--- src/verilog/io_pkg.sv ---
package io_pkg;

    // Default thread count for the module parameters
    parameter int THREADS = 4;

    // Data and address word
    typedef logic [31:0] word_t;

    // Thread number within the core
    typedef logic [$clog2(THREADS)-1:0] thread_idx_t;

    // One bit per hardware thread
    typedef logic [THREADS-1:0] thread_bitmap_t;

    // Request toward the register device
    typedef struct packed {
        logic store;
        word_t address;
        word_t value;
        thread_idx_t thread_idx;
    } ioreq_packet_t;

    // Response back to the request queue
    typedef struct packed {
        thread_idx_t thread_idx;
        word_t read_value;
    } iorsp_packet_t;

endpackage
--- src/verilog/io_bus_if.sv ---
interface io_bus_if;

    // Request channel, transfers when valid and ready are both high
    logic request_valid;
    io_pkg::ioreq_packet_t request;
    logic ready;

    // Response channel, one cycle per transaction
    logic response_valid;
    io_pkg::iorsp_packet_t response;

    modport requester(
        output request_valid, request,
        input ready, response_valid, response);

    modport device(
        input request_valid, request,
        output ready, response_valid, response);

endinterface

--- src/verilog/io_register_device.sv ---
module io_register_device
    #(parameter NUM_REGS = 16,
      parameter LATENCY = 3)
    (input clk,
    input reset,
    io_bus_if.device bus);

    localparam CNT_BITS = $clog2(LATENCY + 1);

    io_pkg::word_t regs[NUM_REGS];
    io_pkg::word_t reg_index;
    io_pkg::iorsp_packet_t response_q;
    logic [CNT_BITS-1:0] count;
    logic busy;
    logic accept;

    // Word address, wrapped onto the bank
    assign reg_index = (bus.request.address >> 2) % NUM_REGS;

    assign bus.ready = !busy;
    assign accept = bus.request_valid && bus.ready;

    always_ff @(posedge clk, posedge reset)
    begin
        if (reset)
        begin
            for (int i = 0; i < NUM_REGS; i++)
                regs[i] <= '0;
        end
        else if (accept && bus.request.store)
            regs[reg_index] <= bus.request.value;
    end

    // Response is captured at acceptance and held until sent
    always_ff @(posedge clk)
    begin
        if (accept)
        begin
            response_q.thread_idx <= bus.request.thread_idx;
            response_q.read_value <= bus.request.store
                ? bus.request.value : regs[reg_index];
        end
    end

    always_ff @(posedge clk, posedge reset)
    begin
        if (reset)
        begin
            busy <= 1'b0;
            count <= '0;
        end
        else if (accept)
        begin
            busy <= 1'b1;
            count <= CNT_BITS'(LATENCY);
        end
        else if (busy)
        begin
            if (count == '0)
                busy <= 1'b0;
            else
                count <= count - 1'b1;
        end
    end

    assign bus.response_valid = busy && count == '0;
    assign bus.response = response_q;

    no_accept_while_busy: assert property (@(posedge clk) disable iff (reset)
        accept |=> !accept [*LATENCY + 1]);

endmodule

--- src/flat_wrapper.sv ---
// flat-port wrapper written by rule: the top's interface ports become plain ports
module io_register_device_flat 
#(parameter NUM_REGS = 16,
      parameter LATENCY = 3)
  (clk, reset, bus_request_valid, bus_request, bus_ready, bus_response_valid, bus_response);
  io_bus_if bus_i ();
  input clk;
  input reset;
  input wire logic [$bits(bus_i.request_valid)-1:0] bus_request_valid;
  input wire logic [$bits(bus_i.request)-1:0] bus_request;
  output wire logic [$bits(bus_i.ready)-1:0] bus_ready;
  output wire logic [$bits(bus_i.response_valid)-1:0] bus_response_valid;
  output wire logic [$bits(bus_i.response)-1:0] bus_response;
  assign bus_i.request_valid = bus_request_valid;
  assign bus_i.request = bus_request;
  assign bus_ready = bus_i.ready;
  assign bus_response_valid = bus_i.response_valid;
  assign bus_response = bus_i.response;
  io_register_device #(.NUM_REGS(NUM_REGS), .LATENCY(LATENCY)) u_core (.clk(clk), .reset(reset), .bus(bus_i));
endmodule
--- config.mk ---
export PLATFORM = sky130hd
export DESIGN_NAME = io_register_device_flat
export DESIGN_NICKNAME = d
export VERILOG_FILES = /design/src/verilog/io_pkg.sv /design/src/verilog/io_bus_if.sv /design/src/verilog/io_register_device.sv /design/src/flat_wrapper.sv
export SDC_FILE = /design/constraint.sdc
export NUM_CORES = 1
export LEC_CHECK = 0
export ABC_AREA = 1
export ABC_CLOCK_PERIOD_IN_PS = 18000
export BUFFER_PORTS_ARGS = -buffer_cell sky130_fd_sc_hd__buf_4
export CAP_MARGIN = 30
export CORE_AREA = 2 2 293 295
export DETAILED_ROUTE_END_ITERATION = 10
export DIE_AREA = 0 0 295 297
export PLACE_DENSITY_LB_ADDON = 0.2
export SYNTH_ARGS = -nofsm -noshare
export SYNTH_HDL_FRONTEND = slang
export SYNTH_SLANG_ARGS = --single-unit
export TNS_END_PERCENT = 100
--- constraint.sdc ---
create_clock -name clk -period 18 [get_ports clk]
set_input_delay 1.8 -clock clk [delete_from_list [all_inputs] [get_ports clk]]
set_output_delay 1.8 -clock clk [all_outputs]
set_load 0.1 [all_outputs]
Word-level counts from Yosys, hierarchy flattened
Cells that the tools add are included.
Cells by class
  magnitude comparators: 2
  reduce and logical (&&, ||, !) cells: 8
  bitwise operators: 1
  muxes and demuxes: 13
  equality and inequality tests: 1
  $add $sub $neg: 1
Operators with widths (number)
  bitwise mux 512 bit: 1
  binary-select mux 32 bit (select 4 bit): 1
  demux 32 bit (select 4 bit): 1
  two-way mux 32 bit: 4
  greater-or-equal comparator 33 x 5 -> 1 bit, second input constant: 1
  < comparator 33 x 1 -> 1 bit, second input constant: 1
  NOT 4 -> 33 bit: 1
  two-way mux 2 bit: 3
  logical AND 1 bit: 4
  two-way mux 1 bit: 3
  logical NOT 2 bit: 1
  != test 2 x 1 -> 1 bit, second input constant: 1
  AND reduction 2 bit: 1
  nonzero test 2 bit: 1
  subtractor 2 x 1 -> 2 bit, second input constant: 1
  logical NOT 1 bit: 1
Word-level totals
  input bits: 70
  register bits: 549
  logic and storage cells: 46

Longest topological paths before layout
Gate-level depths: netlist of run 1.
  depth in word-level cells: 6
  depth in mapped cells: 12
  gate-level depth less buffers: 9

Worst setup path before layout of run 1
Ideal clock, no wire load.
  path kind: input to register
  from: input port bus_request_valid
  to: register u_core.regs[249] (netlist bit)
  data required time: 17.865 ns
  path slack: 14.600 ns
  arrival time: 3.265 ns
  stages: 9
  buffers on the path: 2
  cell sequence: nand2_1 > inv_2 > nand2_2 > inv_2 > buf_6 > nand3_2 > clkbuf_1 > nand2_1 > o21ai_0
On the way
  word-level cells in the longest chain between the ends: 2
RTL lines
  start, declared: RTL line flat_wrapper.sv:9  | input wire logic [$bits(bus_i.request_valid)-1:0] bus_request_valid;
  logical AND 1 bit: RTL line io_register_device.sv:21  | assign accept = bus.request_valid && bus.ready;
  named net u_core.accept: RTL line io_register_device.sv:15  | logic accept;
  logical AND 1 bit: RTL line io_register_device.sv:30  | else if (accept && bus.request.store)
  end signal, assigned by index: RTL line io_register_device.sv:31  | regs[reg_index] <= bus.request.value;
  end, declared: RTL line io_register_device.sv:10  | io_pkg::word_t regs[NUM_REGS];
The timed path passes the listed nets, and every way through them passes these cells.
A chain may end at the register's enable or synchronous reset.

==> results of run 1 <==
==> final timing paths <==
| kind | endpoint | slack [ps] | depth (start not counted) |
|---|---|---|---|
| setup / recovery | u_core.regs[225]$_DFFE_PP0P_ | 12750 | 6 |
| setup reg to reg | u_core.regs[434]$_DFFE_PP0P_ | 15330 | 9 |
| min in group asynchronous | u_core.regs[506]$_DFFE_PP0P_ | 1300 | 2 |
| hold / removal | u_core.regs[454]$_DFFE_PP0P_ | 480 | 2 |
| hold reg to reg | u_core.regs[454]$_DFFE_PP0P_ | 480 | 2 |
| max in group clk | u_core.regs[466]$_DFFE_PP0P_ | 13280 | 7 |
==> worst max-delay path: cells and delay by family <==
family                 cells  cell delay [ps]
buffers and inverters      6             3820
==> layout by cell type (no fill, tap or decap), drive strengths merged, types with 7 or more instances in the layout <==
| master | instances |
|---|---|
| a21oi | 13 |
| buf | 112 |
| bufinv | 7 |
| clkbuf | 86 |
| clkinv | 17 |
| dfrtp | 515 |
| edfxtp | 34 |
| inv | 68 |
| nand2 | 1656 |
| nand3 | 99 |
| nand4 | 8 |
| nor2 | 115 |
| o21ai | 519 |
==> routing by layer <==
metal / global-route usage / wire length [um] / vias up
met5: 0 / 13 / -
met2: 0.2881 / 35280 / 365
met4: 0.04337 / 1642 / 2
met1: 0.2476 / 36310 / 9761
li1: - / - / 10170
met3: 0.02271 / 3046 / 94
==> layout make-up <==
class,instances,share of cell area
clock buffer,86,0.06043
tap,1144,0.04999
inverter,66,0.009307
multi-input combinational,2413,0.3524
timing repair buffer,112,0.03089
clock inverter,27,0.01132
sequential,549,0.4857
==> flip-flops by register name, summed over array words and instances, names as in the netlist <==
register	count
u_core.bus.response	34
u_core.busy	1
u_core.count	2
u_core.regs	512
==> cells by family (layout without fill, tap and decap cells) <==
| kind of cell | Yosys count | after routing | share of synthesized area |
|---|---|---|---|
| AND/OR/NAND/NOR | 1879 | 1879 | 0.2930 |
| flip-flops | 549 | 549 | 0.5528 |
| AO/OA/AOI/OAI | 533 | 533 | 0.1061 |
| buffers and inverters | 299 | 291 | 0.04759 |
| adder cells (fa/ha/maj) | 1 | 1 | 0.0004972 |
==> power by group through the flow <==
| stage | registers [mW] | logic [mW] | clock network [mW] |
|---|---|---|---|
| 2_1_floorplan | 1.80 | 0.498 | 0 |
| 3_3_place_gp | 1.73 | 0.736 | 0 |
| 3_5_place_dp | 1.73 | 0.748 | 0 |
| 4_1_cts | 1.71 | 0.750 | 1.33 |
| 5_1_grt | 1.76 | 0.861 | 1.37 |
| 6_report | 1.72 | 0.736 | 1.29 |
==> through the flow <==
| step | power [mW] | cell area [um2] |
|---|---|---|
| 4_1_cts | 3.789 | 28640 |
| 3_3_place_gp | 2.464 | 26550 |
| 2_1_floorplan | 2.299 | 25160 |
| 3_5_place_dp | 2.481 | 26580 |
| 5_1_grt | 3.990 | 28640 |
| 6_report | 3.742 | 28640 |
==> metrics.yaml, run 1 <==
synth_top_area_frac: 0.5122
cts_made_buffers: 60
routedWlPerCell_um: 17.35
p_int_mw: 2.582
rows: 107
finalHoldWorstSlack_ps: 481.5
gp_congestion: 0.7227
p_sw_frac: 0.3099
post-cts-setup-buffers: 0
totalWireLength_um: 76290
dp_hpwl_um: 40150
grt_pass1_vias: 19640
crit_path_end_kind: "asynchronous set/reset pin"
worstMarginPinSlew_ps: 960.9
vias: 20390
slew_headroom: 0.3594
hold_viol: 0
placedCellCount: 4284
max_cap_violations: 0
cp.required_ps: 18630
cpPeakStageDelay_ps: 820
clkSlewWorstSetupHoldPaths_ps: 60
drv_slew: 0
slowest_stage: "buf_4"
startpoint_type: "input pin"
antenna_found_initial: 1
crit_chain: "buf_4, inv_8, buf_4, buf_4, buf_4, buf_4"
syn_nets: 3332
antenna_cells: 0
combPwrFrac: 0.197
dieArea_mm2: 0.08762
synth_common_cells: "1651 x nand2_1, 515 x dfrtp_1, 394 x o21ai_0, 173 x clkbuf_1, 125 x o21ai_1"
p_seq_frac: 0.459
crit_top_cell: "buf_4"
initial_core_util: 0.2979
ys.flop_type: "dfrtp_1"
nFillCells: 9100
grt_pass1_wl_um: 120900
insertion_delay_ps: 630
grt_usage: 0.1765
synth.most_common_cell: "nand2_1"
startpoint: "reset"
worstPathArrival_ps: 5880
cp_max_fo: 111
fin_util: 0.3390
drive_above_1_share: 0.07470
crit_type: "input pin to asynchronous set/reset pin"
hold_start: "u_core.regs[454]$_DFFE_PP0P_"
r2r_start: "u_core.busy$_DFF_PP0_"
core_area_mm2: 0.08448
cts_tree: "done"
leakage_nw: 14.09
yosysTopAreaCell: "dfrtp_1"
peakVddDrop_mv: 0.07880
initialDrtViolationCount: 1571
route.detailed.drc: 0
multi_input_area_mm2: 0.01009
ys_ff_latch: 549
min_path_type: "register to register"
area_delta_synth_final_pct: 13.80
grt_overflow: 0
clock_skew_ps: 18.42
first_pass_iters: 5
htreeDepth: 2
final-seq-area_mm2: 0.01391
syn_inst: 3261
port_buffers: 77
hold_buffers: 0
finalSetupViolCount: 0
finalSetupTns_ps: 0
p_sw_mw: 1.160
rsz0062_at_grt: "false"
seq_area_frac_synth: 0.5528
die_h_um: 297
synth_edf_count: 34
cts-resized-gates: 0
status: "completed"
ys_types: 24
root_buffer: "clkbuf_16"
ant_nets: 0
fin_crit_sh: 0.2919
fmax_mhz: 190.3
layout.cells.non_filler: 4397
netlist_area_mm2: 0.02516
dpl_worst_slack_ps: 11800
ys_top_cells_by_area: "dfrtp_1 51%, nand2_1 25%, o21ai_0 7.8%"
cts_buffer_depth: 3
postSynthAreaPerCell_um2: 7.716
p_clk_frac: 0.345
layout_min_cycle_time_ps: 5255
synth_async_sr_flop_share: 0.9381
clkSinkCount: 549
setup_ws_ps: 12750
die_w_um: 295
pwr_density_cell_mw_per_mm2: 130.7
ios: 106
grt_start_max_net_pins: 148
yosysWarnings: 0
routed_via_density: 4.637
fin_nets: 3273
Note: power is estimated with default switching activity, not from simulation.
==> inputs of run 2 (changes only) <==
ABC_CLOCK_PERIOD_IN_PS = 4750   (was 18000)
clock period = 4.75 ns   (was 18 ns; I/O delays follow)
==> run 2 against run 1 <==
  * Die area stayed put
  * Critical path depth did not move
  * Critical endpoint is now u_core.regs[118]$_DFFE_PP0P_
  * Sequential share of layout area shrank 0.25 points
  * Clock power rose to 3.8 times the previous value
  * Routed wire length increased by 0.91%
  * Flip-flop and latch count did not move
  * Sequential power rose to 3.8 times the previous value
  * Global-route usage grew 0.15 points
  * Via count rose by 0.47%
  * Clock skew up 2.0 ps
  * Combinational power rose to 3.8 times the previous value
==> metrics.yaml, run 2 (synthesis gave the netlist of run 1 again) <==
layout_common_cells: "1651 x nand2_1, 515 x dfrtp_1, 394 x o21ai_0, 125 x o21ai_1, 111 x nor2_1"
grt_start_max_net_pins: 157
rsz0062_at_grt: "false"
post-cts-setup-buffers: 0
cts_tree: "done"
largest_register: "u_core.regs"
routedWlPerCell_um: 17.48
peakVddDrop_mv: 0.3379
finalSetupViolCount: 0
crit_path_end_kind: "register"
vias: 20490
hold-path-cell-count: 1
p_int_mw: 9.738
rows: 107
antenna_found_initial: 0
grt_pass1_vias: 19660
crit_type: "input pin to register"
ios: 106
leakage_nw: 14.13
clkSlewWorstSetupHoldPaths_ps: 60
ant_nets: 0
r2r_end: "u_core.regs[44]$_DFFE_PP0P_"
initial_core_util: 0.2979
drv_slew: 0
port_buffers: 77
fin_crit_sh: 0.5786
cts_made_buffers: 59
drive_above_1_share: 0.07579
antenna_cells: 0
max_cap_violations: 0
clkSinkCount: 549
r2r_start: "u_core.busy$_DFF_PP0_"
fmax_mhz: 363.9
r2r_cells: 9
area_delta_synth_final_pct: 14.39
route.detailed.drc: 0
cp_max_fo: 64
holdPathEnd: "u_core.bus.response[33]$_DFFE_PP_"
initialDrtViolationCount: 1702
cts_buffer_depth: 3
gp_congestion: 0.7033
insertion_delay_ps: 640
pwr_density_cell_mw_per_mm2: 492.4
min_path_type: "input pin to register"
dieArea_mm2: 0.08762
root_buffer: "clkbuf_16"
total_power_mw: 14.17
dp_hpwl_um: 41040
placed_area_mm2: 0.02675
combPwrFrac: 0.199
fin_util: 0.3407
die_h_um: 297
slew_headroom: 0.3569
fin_nets: 3280
cp.required_ps: 5260
die_w_um: 295
routed_via_density: 4.653
clock_skew_ps: 20.37
finalHoldWorstSlack_ps: 40.21
p_clk_frac: 0.342
status: "completed"
first_pass_iters: 7
rrSetupSlack_ps: 2110
htreeDepth: 2
layout_min_cycle_time_ps: 2748
startpoint_type: "input pin"
layout_commonest_cell: "nand2_1"
hold_start: "bus_request[1]"
grt_usage: 0.1781
core_area_mm2: 0.08448
grt_overflow: 0
final_area_mm2: 0.02878
hold_viol: 0
p_seq_frac: 0.459
worstPathArrival_ps: 3260
p_sw_mw: 4.435
worstMarginPinSlew_ps: 964.7
largest_reg_flops: 512
totalWireLength_um: 76980
grt_pass1_wl_um: 121200
p_sw_frac: 0.3129
## run 2: how the worst max path moves through the flow
stage	startpoint	to	cells past startpoint
3_3_place_gp	bus_request[37]	u_core.regs[355]$_DFFE_PP0P_	6
5_1_grt	bus_request[37]	u_core.regs[118]$_DFFE_PP0P_	6
3_5_place_dp	bus_request[37]	u_core.regs[109]$_DFFE_PP0P_	6
2_1_floorplan	reset	u_core.busy$_DFF_PP0_	1
6_report	bus_request[37]	u_core.regs[118]$_DFFE_PP0P_	6
4_1_cts	bus_request[37]	u_core.regs[118]$_DFFE_PP0P_	6
## run 2: layout make-up
class                   instances  area (um2)
well taps                    1144        1431
clock inverters                28       342.8
fillers                      9070       55700
repair buffers                120        1060
flip-flops and latches        549       13910
inverters                      66       262.8
clock buffers                  83        1679
multi-input cells            2413       10100
## run 2: timing repair
action                                 CTS  global route
setup endpoints to repair                0             0
endpoints found under the hold margin    1             0
resized for setup                        0             0
hold buffers                             1             0
## run 2: critical path: stages
cell and delay [ps]:
buf_6 210, inv_4 380, nand2_1 110, inv_2 630
nand3_4 900, o21ai_0 450
## run 2: metrics by stage
stage                     setup TNS, ps  cells  setup WS [ps]
final                                 0   4403           2002
after global routing                  0   4403           1748
after CTS                             0   4403           2015
after detailed placement              0   4291           1323
after global placement                0   4287           1324
after floorplan                -1400430   3261          -2719
## run 2: power groups by stage
stage / Combinational, mW / Sequential, mW / Clock, mW
2_1_floorplan: 1.89 / 6.82 / 0
3_3_place_gp: 2.80 / 6.55 / 0
3_5_place_dp: 2.86 / 6.56 / 0
4_1_cts: 2.86 / 6.49 / 4.98
5_1_grt: 3.28 / 6.64 / 5.17
6_report: 2.82 / 6.50 / 4.85
## run 2: layer usage
layer | vias up | GRT usage | routed length, um
li1 | 10190 | - | -
met1 | 9867 | 0.2556 | 37030
met2 | 343 | 0.2879 | 35720
met3 | 86 | 0.01980 | 2746
met4 | 0 | 0.04009 | 1482
met5 | - | 0 | 0
==> inputs of run 3 (changes only) <==
ABC_CLOCK_PERIOD_IN_PS = 2900   (was 4750)
clock period = 2.9 ns   (was 4.75 ns; I/O delays follow)
==> run 3 against run 2 <==
  * Die area did not move
  * Clock power rose by 64%
  * Sequential power rose by 65%
  * Hold slack got worse by 4.9 ps
  * Non-clock buffer count rose by 61
  * Sequential share of layout area fell by 0.97 points
  * Register-to-register slack got worse by 1200 ps
  * Via count rose by 1.1%
  * Core utilization rose by 0.70 points
  * Clock skew fell by 7.6 ps
  * Final cell count rose by 1.3%
  * Combinational power rose by 67%
==> metrics.yaml, run 3 (synthesis gave the netlist of run 1 again) <==
status: "completed"
layout_common_cells: "1651 x nand2_1, 515 x dfrtp_1, 394 x o21ai_0, 129 x buf_4, 125 x o21ai_1"
placed_area_mm2: 0.02705
peakVddDrop_mv: 0.5481
r2r_cells: 10
routed_via_density: 4.643
gp_congestion: 0.7236
routedWlPerCell_um: 17.42
route.detailed.drc: 0
cts-resized-gates: 0
hold-path-cell-count: 3
antenna_found_initial: 1
rows: 107
initial_core_util: 0.2979
combPwrFrac: 0.202
fmax_mhz: 492.4
multi_input_area_mm2: 0.01010
dp_hpwl_um: 42930
ant_nets: 0
final-seq-area_mm2: 0.01391
vias: 20720
final_area_mm2: 0.02937
total_power_mw: 23.29
r2r_end: "u_core.regs[396]$_DFFE_PP0P_"
layout_commonest_cell: "nand2_1"
rsz0062_at_grt: "false"
grt_pass1_wl_um: 122800
insertion_delay_ps: 630
grt_overflow: 0
fin_util: 0.3477
cts_tree: "done"
p_sw_frac: 0.3109
startpoint_type: "register"
placedCellCount: 4321
dieArea_mm2: 0.08762
cts_made_buffers: 59
totalWireLength_um: 77750
drv_slew: 0
max_cap_violations: 0
cp.required_ps: 3380
grt_usage: 0.1798
fin_crit_sh: 0.7002
largest_register: "u_core.regs"
worstPathArrival_ps: 2510
min_path_type: "input pin to register"
first_pass_iters: 5
pwr_density_cell_mw_per_mm2: 793.1
initialDrtViolationCount: 1808
dpl_worst_slack_ps: 458.0
p_sw_mw: 7.243
clkSinkCount: 549
core_area_mm2: 0.08448
p_seq_frac: 0.458
crit_type: "register to register"
r2r_start: "u_core.busy$_DFF_PP0_"
cts_buffer_depth: 3
nFillCells: 9009
slew_headroom: 0.3735
crit_path_end_kind: "register"
cp_max_fo: 40
p_clk_frac: 0.341
leakage_nw: 14.41
grt_start_max_net_pins: 129
hold_viol: 0
rrSetupSlack_ps: 870
ios: 106
holdPathEnd: "u_core.bus.response[31]$_DFFE_PP_"
worstMarginPinSlew_ps: 938.3
fin_nets: 3341
p_int_mw: 16.05
finalSetupTns_ps: 0
finalHoldWorstSlack_ps: 35.27
port_buffers: 77
grt_pass1_vias: 20200
layout_min_cycle_time_ps: 2031
layout.cells.non_filler: 4462
root_buffer: "clkbuf_16"
clock_skew_ps: 12.73
area_delta_synth_final_pct: 16.73
htreeDepth: 2
setup_ws_ps: 869.3
drive_above_1_share: 0.08019
die_w_um: 295
hold_start: "bus_request[33]"
clkSlewWorstSetupHoldPaths_ps: 60
die_h_um: 297
finalSetupViolCount: 0
largest_reg_flops: 512
==> run 3: changes by cell type in the layout (fill, tap and decap cells not counted), sizes merged <==
cell | before | now
dlygate4sd3 | 1 | 32
diode | 0 | 1
clkinvlp | 4 | 2
buf | 119 | 149
bufinv | 7 | 8
clkbuf | 83 | 90
clkinv | 17 | 8
==> run 3: what timing repair did <==
action | CTS | global route
hold buffers | 32 | 0
buffers inserted | 0 | 0
endpoints found under the setup margin | 0 | 0
endpoints found under the hold margin | 60 | 0
==> run 3: how the worst max path moves through the flow <==
stage	end	startpoint	slack, ps	cells after the start
2_1_floorplan	u_core.busy$_DFF_PP0_	reset	-4380	1
3_3_place_gp	u_core.regs[506]$_DFFE_PP0P_	bus_request[36]	510	8
3_5_place_dp	u_core.regs[508]$_DFFE_PP0P_	bus_request[36]	460	8
4_1_cts	u_core.regs[24]$_DFFE_PP0P_	u_core.busy$_DFF_PP0_	830	10
5_1_grt	u_core.regs[166]$_DFFE_PP0P_	u_core.busy$_DFF_PP0_	710	10
6_report	u_core.regs[396]$_DFFE_PP0P_	u_core.busy$_DFF_PP0_	870	10
==> run 3: power by group through the flow <==
stage	sequential, mW	clock (mW)	combinational, mW
after global placement	10.7	0	4.65
after global routing	10.9	8.45	5.46
after CTS	10.6	8.14	4.77
final	10.7	7.94	4.70
after floorplan	11.2	0	3.09
after detailed placement	10.8	0	4.73
==> run 3: cell type report <==
| type | count | share of cell area |
|---|---|---|
| Tap cell | 1144 | 0.04873 |
| Antenna cell | 1 | 0.00008520 |
| Inverter | 66 | 0.008946 |
| Sequential cell | 549 | 0.4735 |
| Clock buffer | 90 | 0.05730 |
| Multi-Input combinational cell | 2413 | 0.3438 |
| Timing Repair Buffer | 181 | 0.05704 |
| Clock inverter | 18 | 0.01056 |
==> run 3: metal layers <==
layer / global-route usage / vias up / share of wire / wire [um]
li1: - / 10320 / - / -
met1: 0.2530 / 9921 / 0.48 / 37320
met2: 0.2942 / 375 / 0.46 / 35630
met3: 0.02100 / 100 / 0.039 / 3009
met4: 0.04349 / 0 / 0.023 / 1780
met5: 0 / - / 0 / 0
==> run 3: critical path, stage by stage (launching register included) <==
cell	delay, ps
dfrtp_1	380
inv_2	70
nand2_1	60
inv_2	120
nand2_2	120
inv_2	160
buf_4	280
nand4_4	100
buf_4	350
nand2_1	130
o21ai_0	90
